## src/logic/rackctl_pkg.sv

```systemverilog
package rackctl_pkg;

    // ####################################################################
    // Link geometry.
    // ####################################################################

    localparam int LINK_COUNT = 7;
    localparam int ADDR_W     = 22;
    localparam int DATA_W     = 32;
    localparam int STATUS_W   = 2;

    typedef logic [ADDR_W-1:0]   link_addr_t;
    typedef logic [DATA_W-1:0]   link_data_t;
    typedef logic [STATUS_W-1:0] link_status_t;

    // Reply status codes.
    localparam link_status_t STATUS_ACK = 2'd0;
    localparam link_status_t STATUS_ERR = 2'd1;
    localparam link_status_t STATUS_RTY = 2'd2;

    // ####################################################################
    // Frame lengths.
    // ####################################################################

    // Request is start, we, address, data.
    localparam int REQ_BITS = 1 + 1 + ADDR_W + DATA_W;

    // Reply is start, status, data.
    localparam int RSP_BITS = 1 + STATUS_W + DATA_W;

    // ####################################################################
    // State machines.
    // ####################################################################

    typedef enum logic [1:0] {
        PHY_IDLE,
        PHY_SEND,
        PHY_WAIT,
        PHY_RECV
    } phy_state_t;

    typedef enum logic [1:0] {
        BR_IDLE,
        BR_BUSY,
        BR_DONE
    } bridge_state_t;

endpackage

```

## src/logic/rackctl_phy.sv

```systemverilog
`timescale 1ns/1ps

module rackctl_phy #(
    parameter bit INV            = 1'b0,
    parameter int TIMEOUT_CYCLES = 1000
) (
    input  logic                      wb_clk_i,
    input  logic                      rst_n_i,
    input  logic                      req_valid_i,
    output logic                      req_ready_o,
    input  logic                      req_we_i,
    input  rackctl_pkg::link_addr_t   req_adr_i,
    input  rackctl_pkg::link_data_t   req_dat_i,
    output logic                      rsp_valid_o,
    output rackctl_pkg::link_status_t rsp_status_o,
    output rackctl_pkg::link_data_t   rsp_dat_o,
    output logic                      rsp_timeout_o,
    output logic                      link_o,
    input  logic                      link_i
);

    localparam int REQ_BITS = rackctl_pkg::REQ_BITS;
    localparam int RSP_BITS = rackctl_pkg::RSP_BITS;
    localparam int CNT_W    = $clog2(REQ_BITS);
    localparam int TMO_W    = $clog2(TIMEOUT_CYCLES + 1);

    rackctl_pkg::phy_state_t state_q;

    logic [REQ_BITS-1:0] tx_shift_q;
    logic [RSP_BITS-2:0] rx_shift_q;
    logic [CNT_W-1:0]    bit_cnt_q;
    logic [TMO_W-1:0]    idle_cnt_q;
    logic                rsp_valid_q;
    logic                rsp_timeout_q;
    logic                rx_bit;
    logic                tx_bit;

    // Undo the board polarity in both directions.
    assign rx_bit = link_i ^ INV;
    assign tx_bit = (state_q == rackctl_pkg::PHY_SEND) ? tx_shift_q[REQ_BITS-1] : 1'b0;
    assign link_o = tx_bit ^ INV;

    assign req_ready_o   = (state_q == rackctl_pkg::PHY_IDLE);
    assign rsp_valid_o   = rsp_valid_q;
    assign rsp_timeout_o = rsp_timeout_q;
    assign rsp_status_o  = rx_shift_q[rackctl_pkg::DATA_W +: rackctl_pkg::STATUS_W];
    assign rsp_dat_o     = rx_shift_q[rackctl_pkg::DATA_W-1:0];

    // ####################################################################
    // Frame sequencing.
    // ####################################################################

    always_ff @(posedge wb_clk_i or negedge rst_n_i) begin
        if (!rst_n_i) begin
            state_q       <= rackctl_pkg::PHY_IDLE;
            bit_cnt_q     <= '0;
            idle_cnt_q    <= '0;
            rsp_valid_q   <= 1'b0;
            rsp_timeout_q <= 1'b0;
        end else begin
            rsp_valid_q   <= 1'b0;
            rsp_timeout_q <= 1'b0;
            case (state_q)
                rackctl_pkg::PHY_IDLE: begin
                    if (req_valid_i) begin
                        state_q   <= rackctl_pkg::PHY_SEND;
                        bit_cnt_q <= CNT_W'(REQ_BITS - 1);
                    end
                end
                rackctl_pkg::PHY_SEND: begin
                    if (bit_cnt_q == '0) begin
                        state_q    <= rackctl_pkg::PHY_WAIT;
                        idle_cnt_q <= '0;
                    end else begin
                        bit_cnt_q <= bit_cnt_q - 1'b1;
                    end
                end
                rackctl_pkg::PHY_WAIT: begin
                    // A high bit here is the reply start bit.
                    if (rx_bit) begin
                        state_q   <= rackctl_pkg::PHY_RECV;
                        bit_cnt_q <= CNT_W'(RSP_BITS - 2);
                    end else if (idle_cnt_q == TMO_W'(TIMEOUT_CYCLES - 1)) begin
                        state_q       <= rackctl_pkg::PHY_IDLE;
                        rsp_timeout_q <= 1'b1;
                    end else begin
                        idle_cnt_q <= idle_cnt_q + 1'b1;
                    end
                end
                rackctl_pkg::PHY_RECV: begin
                    if (bit_cnt_q == '0) begin
                        state_q     <= rackctl_pkg::PHY_IDLE;
                        rsp_valid_q <= 1'b1;
                    end else begin
                        bit_cnt_q <= bit_cnt_q - 1'b1;
                    end
                end
                default: state_q <= rackctl_pkg::PHY_IDLE;
            endcase
        end
    end

    // Shift registers, MSB first on the wire.
    always_ff @(posedge wb_clk_i) begin
        if (state_q == rackctl_pkg::PHY_IDLE && req_valid_i) begin
            tx_shift_q <= {1'b1, req_we_i, req_adr_i, req_dat_i};
        end else if (state_q == rackctl_pkg::PHY_SEND) begin
            tx_shift_q <= {tx_shift_q[REQ_BITS-2:0], 1'b0};
        end
        if (state_q == rackctl_pkg::PHY_RECV) begin
            rx_shift_q <= {rx_shift_q[RSP_BITS-3:0], rx_bit};
        end
    end

endmodule

```

## src/logic/rackctl_wb_bridge.sv

```systemverilog
`timescale 1ns/1ps

module rackctl_wb_bridge #(
    parameter bit INV            = 1'b0,
    parameter int TIMEOUT_CYCLES = 1000
) (
    input  logic                    wb_clk_i,
    input  logic                    rst_n_i,
    input  logic                    gtp_cyc_i,
    input  logic                    gtp_stb_i,
    input  logic                    gtp_we_i,
    input  rackctl_pkg::link_addr_t gtp_adr_i,
    input  rackctl_pkg::link_data_t gtp_dat_i,
    output rackctl_pkg::link_data_t gtp_dat_o,
    output logic                    gtp_ack_o,
    output logic                    gtp_err_o,
    output logic                    gtp_rty_o,
    input  logic                    dbg_cyc_i,
    input  logic                    dbg_stb_i,
    input  logic                    dbg_we_i,
    input  rackctl_pkg::link_addr_t dbg_adr_i,
    input  rackctl_pkg::link_data_t dbg_dat_i,
    output rackctl_pkg::link_data_t dbg_dat_o,
    output logic                    dbg_ack_o,
    output logic                    dbg_err_o,
    output logic                    dbg_rty_o,
    output logic                    bridge_err_o,
    input  logic                    err_rst_i,
    output logic                    link_o,
    input  logic                    link_i
);

    rackctl_pkg::bridge_state_t state_q;

    logic                      gtp_req;
    logic                      dbg_req;
    logic                      gnt_gtp_q;
    logic                      req_valid_q;
    logic                      req_ready;
    logic                      req_we_q;
    rackctl_pkg::link_addr_t   req_adr_q;
    rackctl_pkg::link_data_t   req_dat_q;
    logic                      rsp_valid;
    logic                      rsp_timeout;
    rackctl_pkg::link_status_t rsp_status;
    rackctl_pkg::link_data_t   rsp_dat;
    rackctl_pkg::link_data_t   dat_q;
    logic                      ack_q;
    logic                      err_q;
    logic                      rty_q;
    logic                      bridge_err_q;

    assign gtp_req = gtp_cyc_i && gtp_stb_i;
    assign dbg_req = dbg_cyc_i && dbg_stb_i;

    // ####################################################################
    // Arbitration and request launch.
    // ####################################################################

    always_ff @(posedge wb_clk_i or negedge rst_n_i) begin
        if (!rst_n_i) begin
            state_q     <= rackctl_pkg::BR_IDLE;
            gnt_gtp_q   <= 1'b0;
            req_valid_q <= 1'b0;
            ack_q       <= 1'b0;
            err_q       <= 1'b0;
            rty_q       <= 1'b0;
        end else begin
            ack_q <= 1'b0;
            err_q <= 1'b0;
            rty_q <= 1'b0;
            case (state_q)
                rackctl_pkg::BR_IDLE: begin
                    // gtp wins a tie.
                    if (gtp_req || dbg_req) begin
                        gnt_gtp_q   <= gtp_req;
                        req_valid_q <= 1'b1;
                        state_q     <= rackctl_pkg::BR_BUSY;
                    end
                end
                rackctl_pkg::BR_BUSY: begin
                    if (req_valid_q && req_ready) begin
                        req_valid_q <= 1'b0;
                    end
                    if (rsp_timeout) begin
                        err_q   <= 1'b1;
                        state_q <= rackctl_pkg::BR_DONE;
                    end else if (rsp_valid) begin
                        state_q <= rackctl_pkg::BR_DONE;
                        case (rsp_status)
                            rackctl_pkg::STATUS_ACK: ack_q <= 1'b1;
                            rackctl_pkg::STATUS_RTY: rty_q <= 1'b1;
                            default:                 err_q <= 1'b1;
                        endcase
                    end
                end
                rackctl_pkg::BR_DONE: begin
                    state_q <= rackctl_pkg::BR_IDLE;
                end
                default: state_q <= rackctl_pkg::BR_IDLE;
            endcase
        end
    end

    // Request fields; data goes out as zero on a read.
    always_ff @(posedge wb_clk_i) begin
        if (state_q == rackctl_pkg::BR_IDLE) begin
            if (gtp_req) begin
                req_we_q  <= gtp_we_i;
                req_adr_q <= gtp_adr_i;
                req_dat_q <= gtp_we_i ? gtp_dat_i : '0;
            end else begin
                req_we_q  <= dbg_we_i;
                req_adr_q <= dbg_adr_i;
                req_dat_q <= dbg_we_i ? dbg_dat_i : '0;
            end
        end
        if (rsp_valid) begin
            dat_q <= rsp_dat;
        end
    end

    // Sticky link error.
    always_ff @(posedge wb_clk_i or negedge rst_n_i) begin
        if (!rst_n_i) begin
            bridge_err_q <= 1'b0;
        end else if (err_rst_i) begin
            bridge_err_q <= 1'b0;
        end else if (rsp_timeout) begin
            bridge_err_q <= 1'b1;
        end
    end

    assign bridge_err_o = bridge_err_q;

    // Replies go to the granted master only.
    assign gtp_ack_o = ack_q && gnt_gtp_q;
    assign gtp_err_o = err_q && gnt_gtp_q;
    assign gtp_rty_o = rty_q && gnt_gtp_q;
    assign gtp_dat_o = gnt_gtp_q ? dat_q : '0;
    assign dbg_ack_o = ack_q && !gnt_gtp_q;
    assign dbg_err_o = err_q && !gnt_gtp_q;
    assign dbg_rty_o = rty_q && !gnt_gtp_q;
    assign dbg_dat_o = gnt_gtp_q ? '0 : dat_q;

    rackctl_phy #(
        .INV            (INV),
        .TIMEOUT_CYCLES (TIMEOUT_CYCLES)
    ) u_phy (
        .wb_clk_i      (wb_clk_i),
        .rst_n_i       (rst_n_i),
        .req_valid_i   (req_valid_q),
        .req_ready_o   (req_ready),
        .req_we_i      (req_we_q),
        .req_adr_i     (req_adr_q),
        .req_dat_i     (req_dat_q),
        .rsp_valid_o   (rsp_valid),
        .rsp_status_o  (rsp_status),
        .rsp_dat_o     (rsp_dat),
        .rsp_timeout_o (rsp_timeout),
        .link_o        (link_o),
        .link_i        (link_i)
    );

endmodule

```

## src/logic/surf_bridge.sv

```systemverilog
`timescale 1ns/1ps

module surf_bridge #(
    parameter int                   NUM_LINKS      = rackctl_pkg::LINK_COUNT,
    parameter logic [NUM_LINKS-1:0] LINK_INV       = '0,
    parameter int                   TIMEOUT_CYCLES = 1000
) (
    input  logic                    wb_clk_i,
    input  logic                    rst_n_i,
    input  logic                    gtp_cyc_i,
    input  logic                    gtp_stb_i,
    input  logic                    gtp_we_i,
    input  logic [24:0]             gtp_adr_i,
    input  logic [3:0]              gtp_sel_i,
    input  rackctl_pkg::link_data_t gtp_dat_i,
    output rackctl_pkg::link_data_t gtp_dat_o,
    output logic                    gtp_ack_o,
    output logic                    gtp_err_o,
    output logic                    gtp_rty_o,
    input  logic [2:0]              gtp_select_i,
    input  logic                    dbg_cyc_i,
    input  logic                    dbg_stb_i,
    input  logic                    dbg_we_i,
    input  logic [24:0]             dbg_adr_i,
    input  logic [3:0]              dbg_sel_i,
    input  rackctl_pkg::link_data_t dbg_dat_i,
    output rackctl_pkg::link_data_t dbg_dat_o,
    output logic                    dbg_ack_o,
    output logic                    dbg_err_o,
    output logic                    dbg_rty_o,
    input  logic [2:0]              dbg_select_i,
    output logic [NUM_LINKS-1:0]    bridge_err_o,
    input  logic                    err_rst_i,
    output logic [NUM_LINKS-1:0]    link_o,
    input  logic [NUM_LINKS-1:0]    link_i
);

    // Index 0 is gtp, index 1 is dbg.
    localparam int MASTERS = 2;

    logic                    m_cyc    [MASTERS];
    logic                    m_stb    [MASTERS];
    logic                    m_we     [MASTERS];
    logic [2:0]              m_select [MASTERS];
    rackctl_pkg::link_addr_t m_adr    [MASTERS];
    rackctl_pkg::link_data_t m_wdat   [MASTERS];
    rackctl_pkg::link_data_t m_rdat   [MASTERS];
    logic                    m_ack    [MASTERS];
    logic                    m_err    [MASTERS];
    logic                    m_rty    [MASTERS];
    logic [MASTERS-1:0]      m_bad_q;

    logic                    l_cyc [MASTERS][NUM_LINKS];
    logic                    l_ack [MASTERS][NUM_LINKS];
    logic                    l_err [MASTERS][NUM_LINKS];
    logic                    l_rty [MASTERS][NUM_LINKS];
    rackctl_pkg::link_data_t l_dat [MASTERS][NUM_LINKS];

    function automatic logic select_ok(input logic [2:0] sel);
        return (sel != 3'd0) && (int'(sel) <= NUM_LINKS);
    endfunction

    // Unselected byte lanes are written as zero.
    function automatic rackctl_pkg::link_data_t byte_mask(
        input logic [3:0]              sel,
        input rackctl_pkg::link_data_t dat
    );
        rackctl_pkg::link_data_t masked;
        for (int b = 0; b < 4; b++) begin
            masked[8*b +: 8] = sel[b] ? dat[8*b +: 8] : 8'h00;
        end
        return masked;
    endfunction

    assign m_cyc[0]    = gtp_cyc_i;
    assign m_stb[0]    = gtp_stb_i;
    assign m_we[0]     = gtp_we_i;
    assign m_select[0] = gtp_select_i;
    assign m_adr[0]    = gtp_adr_i[rackctl_pkg::ADDR_W-1:0];
    assign m_wdat[0]   = byte_mask(gtp_sel_i, gtp_dat_i);
    assign m_cyc[1]    = dbg_cyc_i;
    assign m_stb[1]    = dbg_stb_i;
    assign m_we[1]     = dbg_we_i;
    assign m_select[1] = dbg_select_i;
    assign m_adr[1]    = dbg_adr_i[rackctl_pkg::ADDR_W-1:0];
    assign m_wdat[1]   = byte_mask(dbg_sel_i, dbg_dat_i);

    // ####################################################################
    // Bad select and reply mux.
    // ####################################################################

    always_ff @(posedge wb_clk_i or negedge rst_n_i) begin
        if (!rst_n_i) begin
            m_bad_q <= '0;
        end else begin
            for (int m = 0; m < MASTERS; m++) begin
                m_bad_q[m] <= m_cyc[m] && m_stb[m] && !select_ok(m_select[m]) && !m_bad_q[m];
            end
        end
    end

    always_comb begin
        for (int m = 0; m < MASTERS; m++) begin
            m_ack[m]  = 1'b0;
            m_err[m]  = m_bad_q[m];
            m_rty[m]  = 1'b0;
            m_rdat[m] = '0;
            for (int i = 0; i < NUM_LINKS; i++) begin
                if (int'(m_select[m]) == i + 1) begin
                    m_ack[m]  = l_ack[m][i];
                    m_err[m]  = m_bad_q[m] || l_err[m][i];
                    m_rty[m]  = l_rty[m][i];
                    m_rdat[m] = l_dat[m][i];
                end
            end
        end
    end

    assign gtp_ack_o = m_ack[0];
    assign gtp_err_o = m_err[0];
    assign gtp_rty_o = m_rty[0];
    assign gtp_dat_o = m_rdat[0];
    assign dbg_ack_o = m_ack[1];
    assign dbg_err_o = m_err[1];
    assign dbg_rty_o = m_rty[1];
    assign dbg_dat_o = m_rdat[1];

    // ####################################################################
    // One bridge per link.
    // ####################################################################

    for (genvar i = 0; i < NUM_LINKS; i++) begin : g_link
        assign l_cyc[0][i] = m_cyc[0] && (int'(m_select[0]) == i + 1);
        assign l_cyc[1][i] = m_cyc[1] && (int'(m_select[1]) == i + 1);

        rackctl_wb_bridge #(
            .INV            (LINK_INV[i]),
            .TIMEOUT_CYCLES (TIMEOUT_CYCLES)
        ) u_bridge (
            .wb_clk_i     (wb_clk_i),
            .rst_n_i      (rst_n_i),
            .gtp_cyc_i    (l_cyc[0][i]),
            .gtp_stb_i    (m_stb[0]),
            .gtp_we_i     (m_we[0]),
            .gtp_adr_i    (m_adr[0]),
            .gtp_dat_i    (m_wdat[0]),
            .gtp_dat_o    (l_dat[0][i]),
            .gtp_ack_o    (l_ack[0][i]),
            .gtp_err_o    (l_err[0][i]),
            .gtp_rty_o    (l_rty[0][i]),
            .dbg_cyc_i    (l_cyc[1][i]),
            .dbg_stb_i    (m_stb[1]),
            .dbg_we_i     (m_we[1]),
            .dbg_adr_i    (m_adr[1]),
            .dbg_dat_i    (m_wdat[1]),
            .dbg_dat_o    (l_dat[1][i]),
            .dbg_ack_o    (l_ack[1][i]),
            .dbg_err_o    (l_err[1][i]),
            .dbg_rty_o    (l_rty[1][i]),
            .bridge_err_o (bridge_err_o[i]),
            .err_rst_i    (err_rst_i),
            .link_o       (link_o[i]),
            .link_i       (link_i[i])
        );
    end

endmodule

```

## config.mk

```make
export PLATFORM = sky130hd
export DESIGN_NAME = surf_bridge
export DESIGN_NICKNAME = d
export VERILOG_FILES = /design/src/logic/rackctl_pkg.sv /design/src/logic/rackctl_phy.sv /design/src/logic/rackctl_wb_bridge.sv /design/src/logic/surf_bridge.sv
export SDC_FILE = /design/constraint.sdc
export NUM_CORES = 2
export LEC_CHECK = 0
export ABC_AREA = 1
export BUFFER_PORTS_ARGS = -buffer_cell sky130_fd_sc_hd__buf_2
export CORE_UTILIZATION = 62
export DETAILED_ROUTE_END_ITERATION = 8
export PLACE_DENSITY = 0.86
export SYNTH_ARGS = -nofsm -noshare
export SYNTH_HDL_FRONTEND = slang
export SYNTH_SLANG_ARGS = --single-unit
```

## constraint.sdc

```tcl
create_clock -name wb_clk_i -period 4.82 [get_ports wb_clk_i]
set_input_delay 0.964 -clock wb_clk_i [delete_from_list [all_inputs] [get_ports wb_clk_i]]
set_output_delay 0.964 -clock wb_clk_i [all_outputs]
set_load 0.05 [all_outputs]
```

Yosys cells after proc, flatten, opt, wreduce, memory -nomap -nowiden. Index checks and enable logic that the tools add are counted.

Register bits after elaboration: 1437. Input bits: 144. Output and inout port bits: 84.

Add/sub/neg operators: 14. Equal/unequal tests: 133. Mux-type cells: 402. Reduce and logical (&&, ||, !) cells: 229.

Operators with widths (count): $mux 32 (37); $mux 55 (14); $mux 10 (21); $mux 1 (203); $mux 22 (7); $pmux 10 s2 (7); $mux 6 (21); $pmux 6 s3 (7); $mux 2 (56); $logic_and 1x1->1 (83); $add 10x1->10 const B (7); $eq 10x10->1 const B (7); $ne 2x2->1 const B (35); $mux 8 (8); $ne 2x1->1 const B (28); $pmux 2 s4 (7); $reduce_and 4->1 (14); $reduce_bool 2->1 (28); $eq 2x2->1 const B (21); $logic_not 2->1 (21); $logic_not 6->1 (7); $ne 3x3->1 const B (14); $reduce_and 3->1 (14); $sub 6x1->6 const B (7); 11 further kinds (104).

Depth between registers and ports, before layout.
Depth in word-level cells: 10. Depth in mapped cells: 10.

Modules after synthesis. From an unflattened synthesis, not the netlist that was laid out.

Cells, all modules: 6456. Area total of the unflattened synthesis: 67551.0 µm².

By module, submodules not included: rackctl_wb_bridge (instances 7, cells an instance 455, area an instance 4362.9 µm²); rackctl_phy (g_link[0].u_bridge.u_phy ...) (instances 3, cells an instance 325, area an instance 4680.7 µm²); rackctl_phy (g_link[5].u_bridge.u_phy ...) (instances 2, cells an instance 323, area an instance 4685.7 µm²); rackctl_phy (g_link[4].u_bridge.u_phy) (instances 1, cells an instance 322, area an instance 4682.0 µm²); rackctl_phy (g_link[3].u_bridge.u_phy) (instances 1, cells an instance 324, area an instance 4675.7 µm²); surf_bridge (instances 1, cells an instance 1004, area an instance 4239.1 µm²).

Least setup slack after synthesis. OpenSTA, ideal clock, no wires.

Path kind: reg-to-reg. From: reg g_link[0].u_bridge.state_q[1]. To: reg g_link[0].u_bridge.gnt_gtp_q. Setup time: 123 ps. Arrival time: 3500 ps. Required time: 4697 ps. Slack: 1197 ps. Stages on the path, launching flop included: 5. Clock period less this slack: 3623 ps. Cell sequence: dfrtp_1 -> nor2_1 -> o21ai_0 -> nand2_1 -> nand2_1.

Cells in the longest elaborated chain, start to end: 2.

Ends and longest elaborated chain: start: declaration (RTL line rackctl_wb_bridge.sv:33) `rackctl_pkg::bridge_state_t state_q;`; start signal: assignment (RTL line rackctl_wb_bridge.sv:62) `state_q <= rackctl_pkg::BR_IDLE;`; start signal: assignment (RTL line rackctl_wb_bridge.sv:78) `state_q <= rackctl_pkg::BR_BUSY;`; start signal: assignment (RTL line rackctl_wb_bridge.sv:87) `state_q <= rackctl_pkg::BR_DONE;`; $logic_not 2->1 (RTL line rackctl_wb_bridge.sv:72) `case (state_q)`; $reduce_and 2->1 (no source line); end signal: assignment (RTL line rackctl_wb_bridge.sv:76) `gnt_gtp_q <= gtp_req;`; end: declaration (RTL line rackctl_wb_bridge.sv:37) `logic gnt_gtp_q;`.

No other way between the ends. A chain may end at the register's enable or synchronous reset.

Worst setup path after layout.
From: in dbg_select_i[2]. To: out dbg_dat_o[1].

Cells in the longest elaborated chain, start to end: 8.

Ends and longest elaborated chain: start: declaration (RTL line surf_bridge.sv:31) `input logic [2:0] dbg_select_i,`; $eq 3x2->1 (RTL line surf_bridge.sv:109) `if (int'(m_select[m]) == i + 1) begin`; $mux 32 (6 in series) (RTL line surf_bridge.sv:109); $mux 32 (*) (RTL line surf_bridge.sv:109); end: declaration (RTL line surf_bridge.sv:27) `output rackctl_pkg::link_data_t dbg_dat_o,`.

Mark *: on every way between the ends. The rest lies on a longest branch, timed or not.

==> flow_summary.yaml <==
clock_network:
  post_cts_buffers: 0
  cts_sinks: 1437
  post_cts_resized: 0
  clock_path_buffers: 3
  clk_latency_ns: 0.76
  cts_tree: "done"
  cts_hold_buffers: 0
  numCtsBuffers: 142
  htree_levels: 4
  path_clk_slew_ns: 0.06
  cts_root_buf: "clkbuf_16"
setup_path:
  cp_slowest_stage_delay_ns: 0.61
  crit_required_ns: 3.86
  cp.arrival_ns: 3.07
  cp_max_fo: 21
  start_kind: "input pin"
  slowest_stage: "clkinv_1"
  worstPathCellList: "buf_2, inv_1, nor2_1, nand2_1, clkinv_1, buf_4, nand2_1, nand4_1, buf_2"
  crit_type: "input pin to primary output"
  crit_path_end_kind: "primary output"
sta:
  post-route-min-period_ns: 4.035
  whs_ns: 0.3037
  setup_violations: 0
  period_share_pct: 83.71
  finClkSkew_ns: 0.03588
  relSlewSlack_pct: 17.58
  drv_slew: 0
  worstMarginPinSlew_ns: 1.232
  max_freq_ghz: 0.2478
  final.setup.tns_ns: 0
  rsz0062_at_grt: "no"
  finalHoldViolations: 0
layout:
  drive_above_1_share_pct: 17.73
  fin_cells: 6573
  final_common_cell: "edfxtp_1"
  final_cell_mix: "edfxtp_1 (1232), nand2_1 (976), nand3_1 (477), o21ai_0 (441), mux2_2 (378)"
  nNetsFinal: 5339
  area_growth_pct: 11.41
yosys:
  synth_top_family_by_area: "simple AND/OR/NAND/NOR gates"
  synthAdderAreaFrac_pct: 0.3917
  synth_compound_area_share_pct: 4.484
  avgSynthCellArea_um2: 12.23
  yosysUniqueCellTypes: 40
  ys_ff_latch: 1437
  netlist_area_mm2: 0.06069
  synthMuxAreaShare_pct: 7.013
  synthCells: 4964
  synth_area_leader_cell: "edfxtp_1"
  yosysSeqAreaShare_pct: 69.35
  yosys-top-cells-area: "edfxtp_1 (61%), dfrtp_1 (8.2%), mux2_2 (7.0%)"
  synth_xor_area_share_pct: 0.4473
  synth_warnings: 0
  yosysTopAreaCellShare_pct: 60.95
  mappedNetlistNets: 5127
  synthSimpleGateAreaFrac_pct: 14.41
drt:
  drt_iter0_drc: 6027
  drc: 18
  drtAntennaViolNets: 0
  via_count: 41710
  wl_per_cell_um: 23.66
  routed_via_density: 6.346
  dr.pass1.iters: 9
  drt_wl_total_um: 155500
status:
  status: "complete, but fails checks"
  violations: "DRC"
global_route:
  grt_pass1_wl_um: 236600
  gr-total-overflow: 0
  grt_use_total_pct: 31.52
  grt_max_degree: 111
  antenna_found_initial: 17
  grt_pass1_vias: 42090
worst_hold_path:
  hold_path.class: "input pin to asynchronous set/reset pin"
placed_design:
  hpwl_um: 91770
  io_buffers: 221
  place_inst: 6308
  gp_congestion: 0.9111
pwr:
  power_density_mw_per_mm2: 583.9
  p_leak_nw: 25.67
  ir_worst_vdd_uv: 451.2
floorplan:
  fp.dieH_um: 314.9
  num_io_pins: 228
  std_cell_rows: 114
  core_area_mm2: 0.09685
  start_util_pct: 62.67
  die_w_um: 314.9
  die-area_mm2: 0.09915
flow_run:
  drv_cap: 0
[where the power goes]
part	switching [mW]	leakage [nW]	total (mW)	internal, mW
clock	4.77	2.21	10.9	6.17
combinational	5.66	8.88	7.97	2.31
sequential	1.58	14.6	20.6	19.0
[cells in the mapped netlist]
cell and count:
edfxtp_1 1232, nand2_1 990, nand3_1 477, o21ai_0 441, mux2_2 378, nor2_1 327
inv_1 291, dfrtp_1 198, nand4_1 133, buf_2 104, clkbuf_1 82, nor3_1 70
o21ai_1 47, buf_4 27, a21oi_1 26, xor2_1 25, ha_1 19, buf_6 16
dfxtp_1 7, clkinv_1 6, nand2_2 6, nor2_2 6, o211ai_1 6, xnor2_1 6
buf_1 5, inv_2 5, nor2_4 5, nor4_1 5, o21bai_1 5, a22oi_1 3
nor3_2 3, or2_2 3, a31oi_1 2, nand3b_1 2, a21boi_0 1, a21o_1 1
a21oi_2 1, and3_1 1, inv_4 1, o31ai_1 1
[registers in the layout (all words and copies together), names as in the netlist, 14 cells and up]
name	cells
g_link.u_bridge.state_q	14
g_link.u_bridge.req_dat_q	224
g_link.u_bridge.u_phy.idle_cnt_q	70
g_link.u_bridge.u_phy.state_q	14
g_link.u_bridge.req_adr_q	154
g_link.u_bridge.dat_q	224
g_link.u_bridge.u_phy.bit_cnt_q	42
g_link.u_bridge.u_phy.tx_shift_q	392
g_link.u_bridge.u_phy.rx_shift_q	238
[worst max-delay path, delay by kind of cell]
family	cells	cell delay (ns)
buffers and inverters	5	1.72
AND/OR/NAND/NOR	4	0.37
[through the flow]
stage | util [%] | power (mW) | setup slack [ns] | cell area (µm²)
global route | 69.82 | 40.73 | 0.6828 | 67620
floorplan | - | 25.34 | 1.197 | 60690
global placement | 65.11 | 27.74 | 0.9361 | 63060
finish | 69.82 | 39.48 | 0.7849 | 67620
detailed placement | 65.11 | 28.34 | 0.8935 | 63060
CTS | 69.80 | 39.35 | 0.8760 | 67600
[layer usage]
| layer | vias to the layer above | share of wire, % | wire length, µm | track usage (%) |
|---|---|---|---|---|
| li1 | 18050 | - | - | - |
| met2 | 2993 | 47 | 73630 | 50.64 |
| met5 | - | 0.064 | 100 | 0 |
| met4 | 18 | 5.2 | 8081 | 16.00 |
| met3 | 630 | 12 | 18770 | 7.065 |
| met1 | 20020 | 35 | 54930 | 40.57 |
[cell type report]
cell class	count	area [µm²]
Antenna cell	7	17.52
Tap cell	1276	1597
Clock inverter	71	674.4
Timing Repair Buffer	302	1856
Clock buffer	187	3869
Fill cell	5902	29230
Sequential cell	1437	42090
Inverter	303	1141
Multi-Input combinational cell	2990	16380
[cells by family after synthesis]
| kind of cell | Yosys count |
|---|---|
| adders and majority gates | 19 |
| AOI/OAI and AO/OA | 534 |
| and+or+nand+nor | 2028 |
| DFF | 1437 |
| xor gates and xnor gates | 31 |
| muxes | 378 |
| buffers and inverters | 537 |
[worst paths after layout]
path                                                         from  cells after the start  slack (ns)                                 endpoint
setup / recovery                                  dbg_select_i[2]                      9        0.78                             dbg_dat_o[1]
hold / removal                                            rst_n_i                      1        0.30   g_link[4].u_bridge.u_phy.idle_cnt_q[0]
setup reg to reg              g_link[5].u_bridge.u_phy.state_q[0]                      5        1.98  g_link[5].u_bridge.u_phy.tx_shift_q[29]
hold reg to reg            g_link[4].u_bridge.u_phy.rx_shift_q[2]                      0        0.42              g_link[4].u_bridge.dat_q[2]
max in group asynchronous                                 rst_n_i                      2        3.40   g_link[3].u_bridge.u_phy.idle_cnt_q[4]
min in group wb_clk_i                             gtp_select_i[1]                      2        0.42                               m_bad_q[0]
No activity file was read; power rests on OpenSTA's default activity.
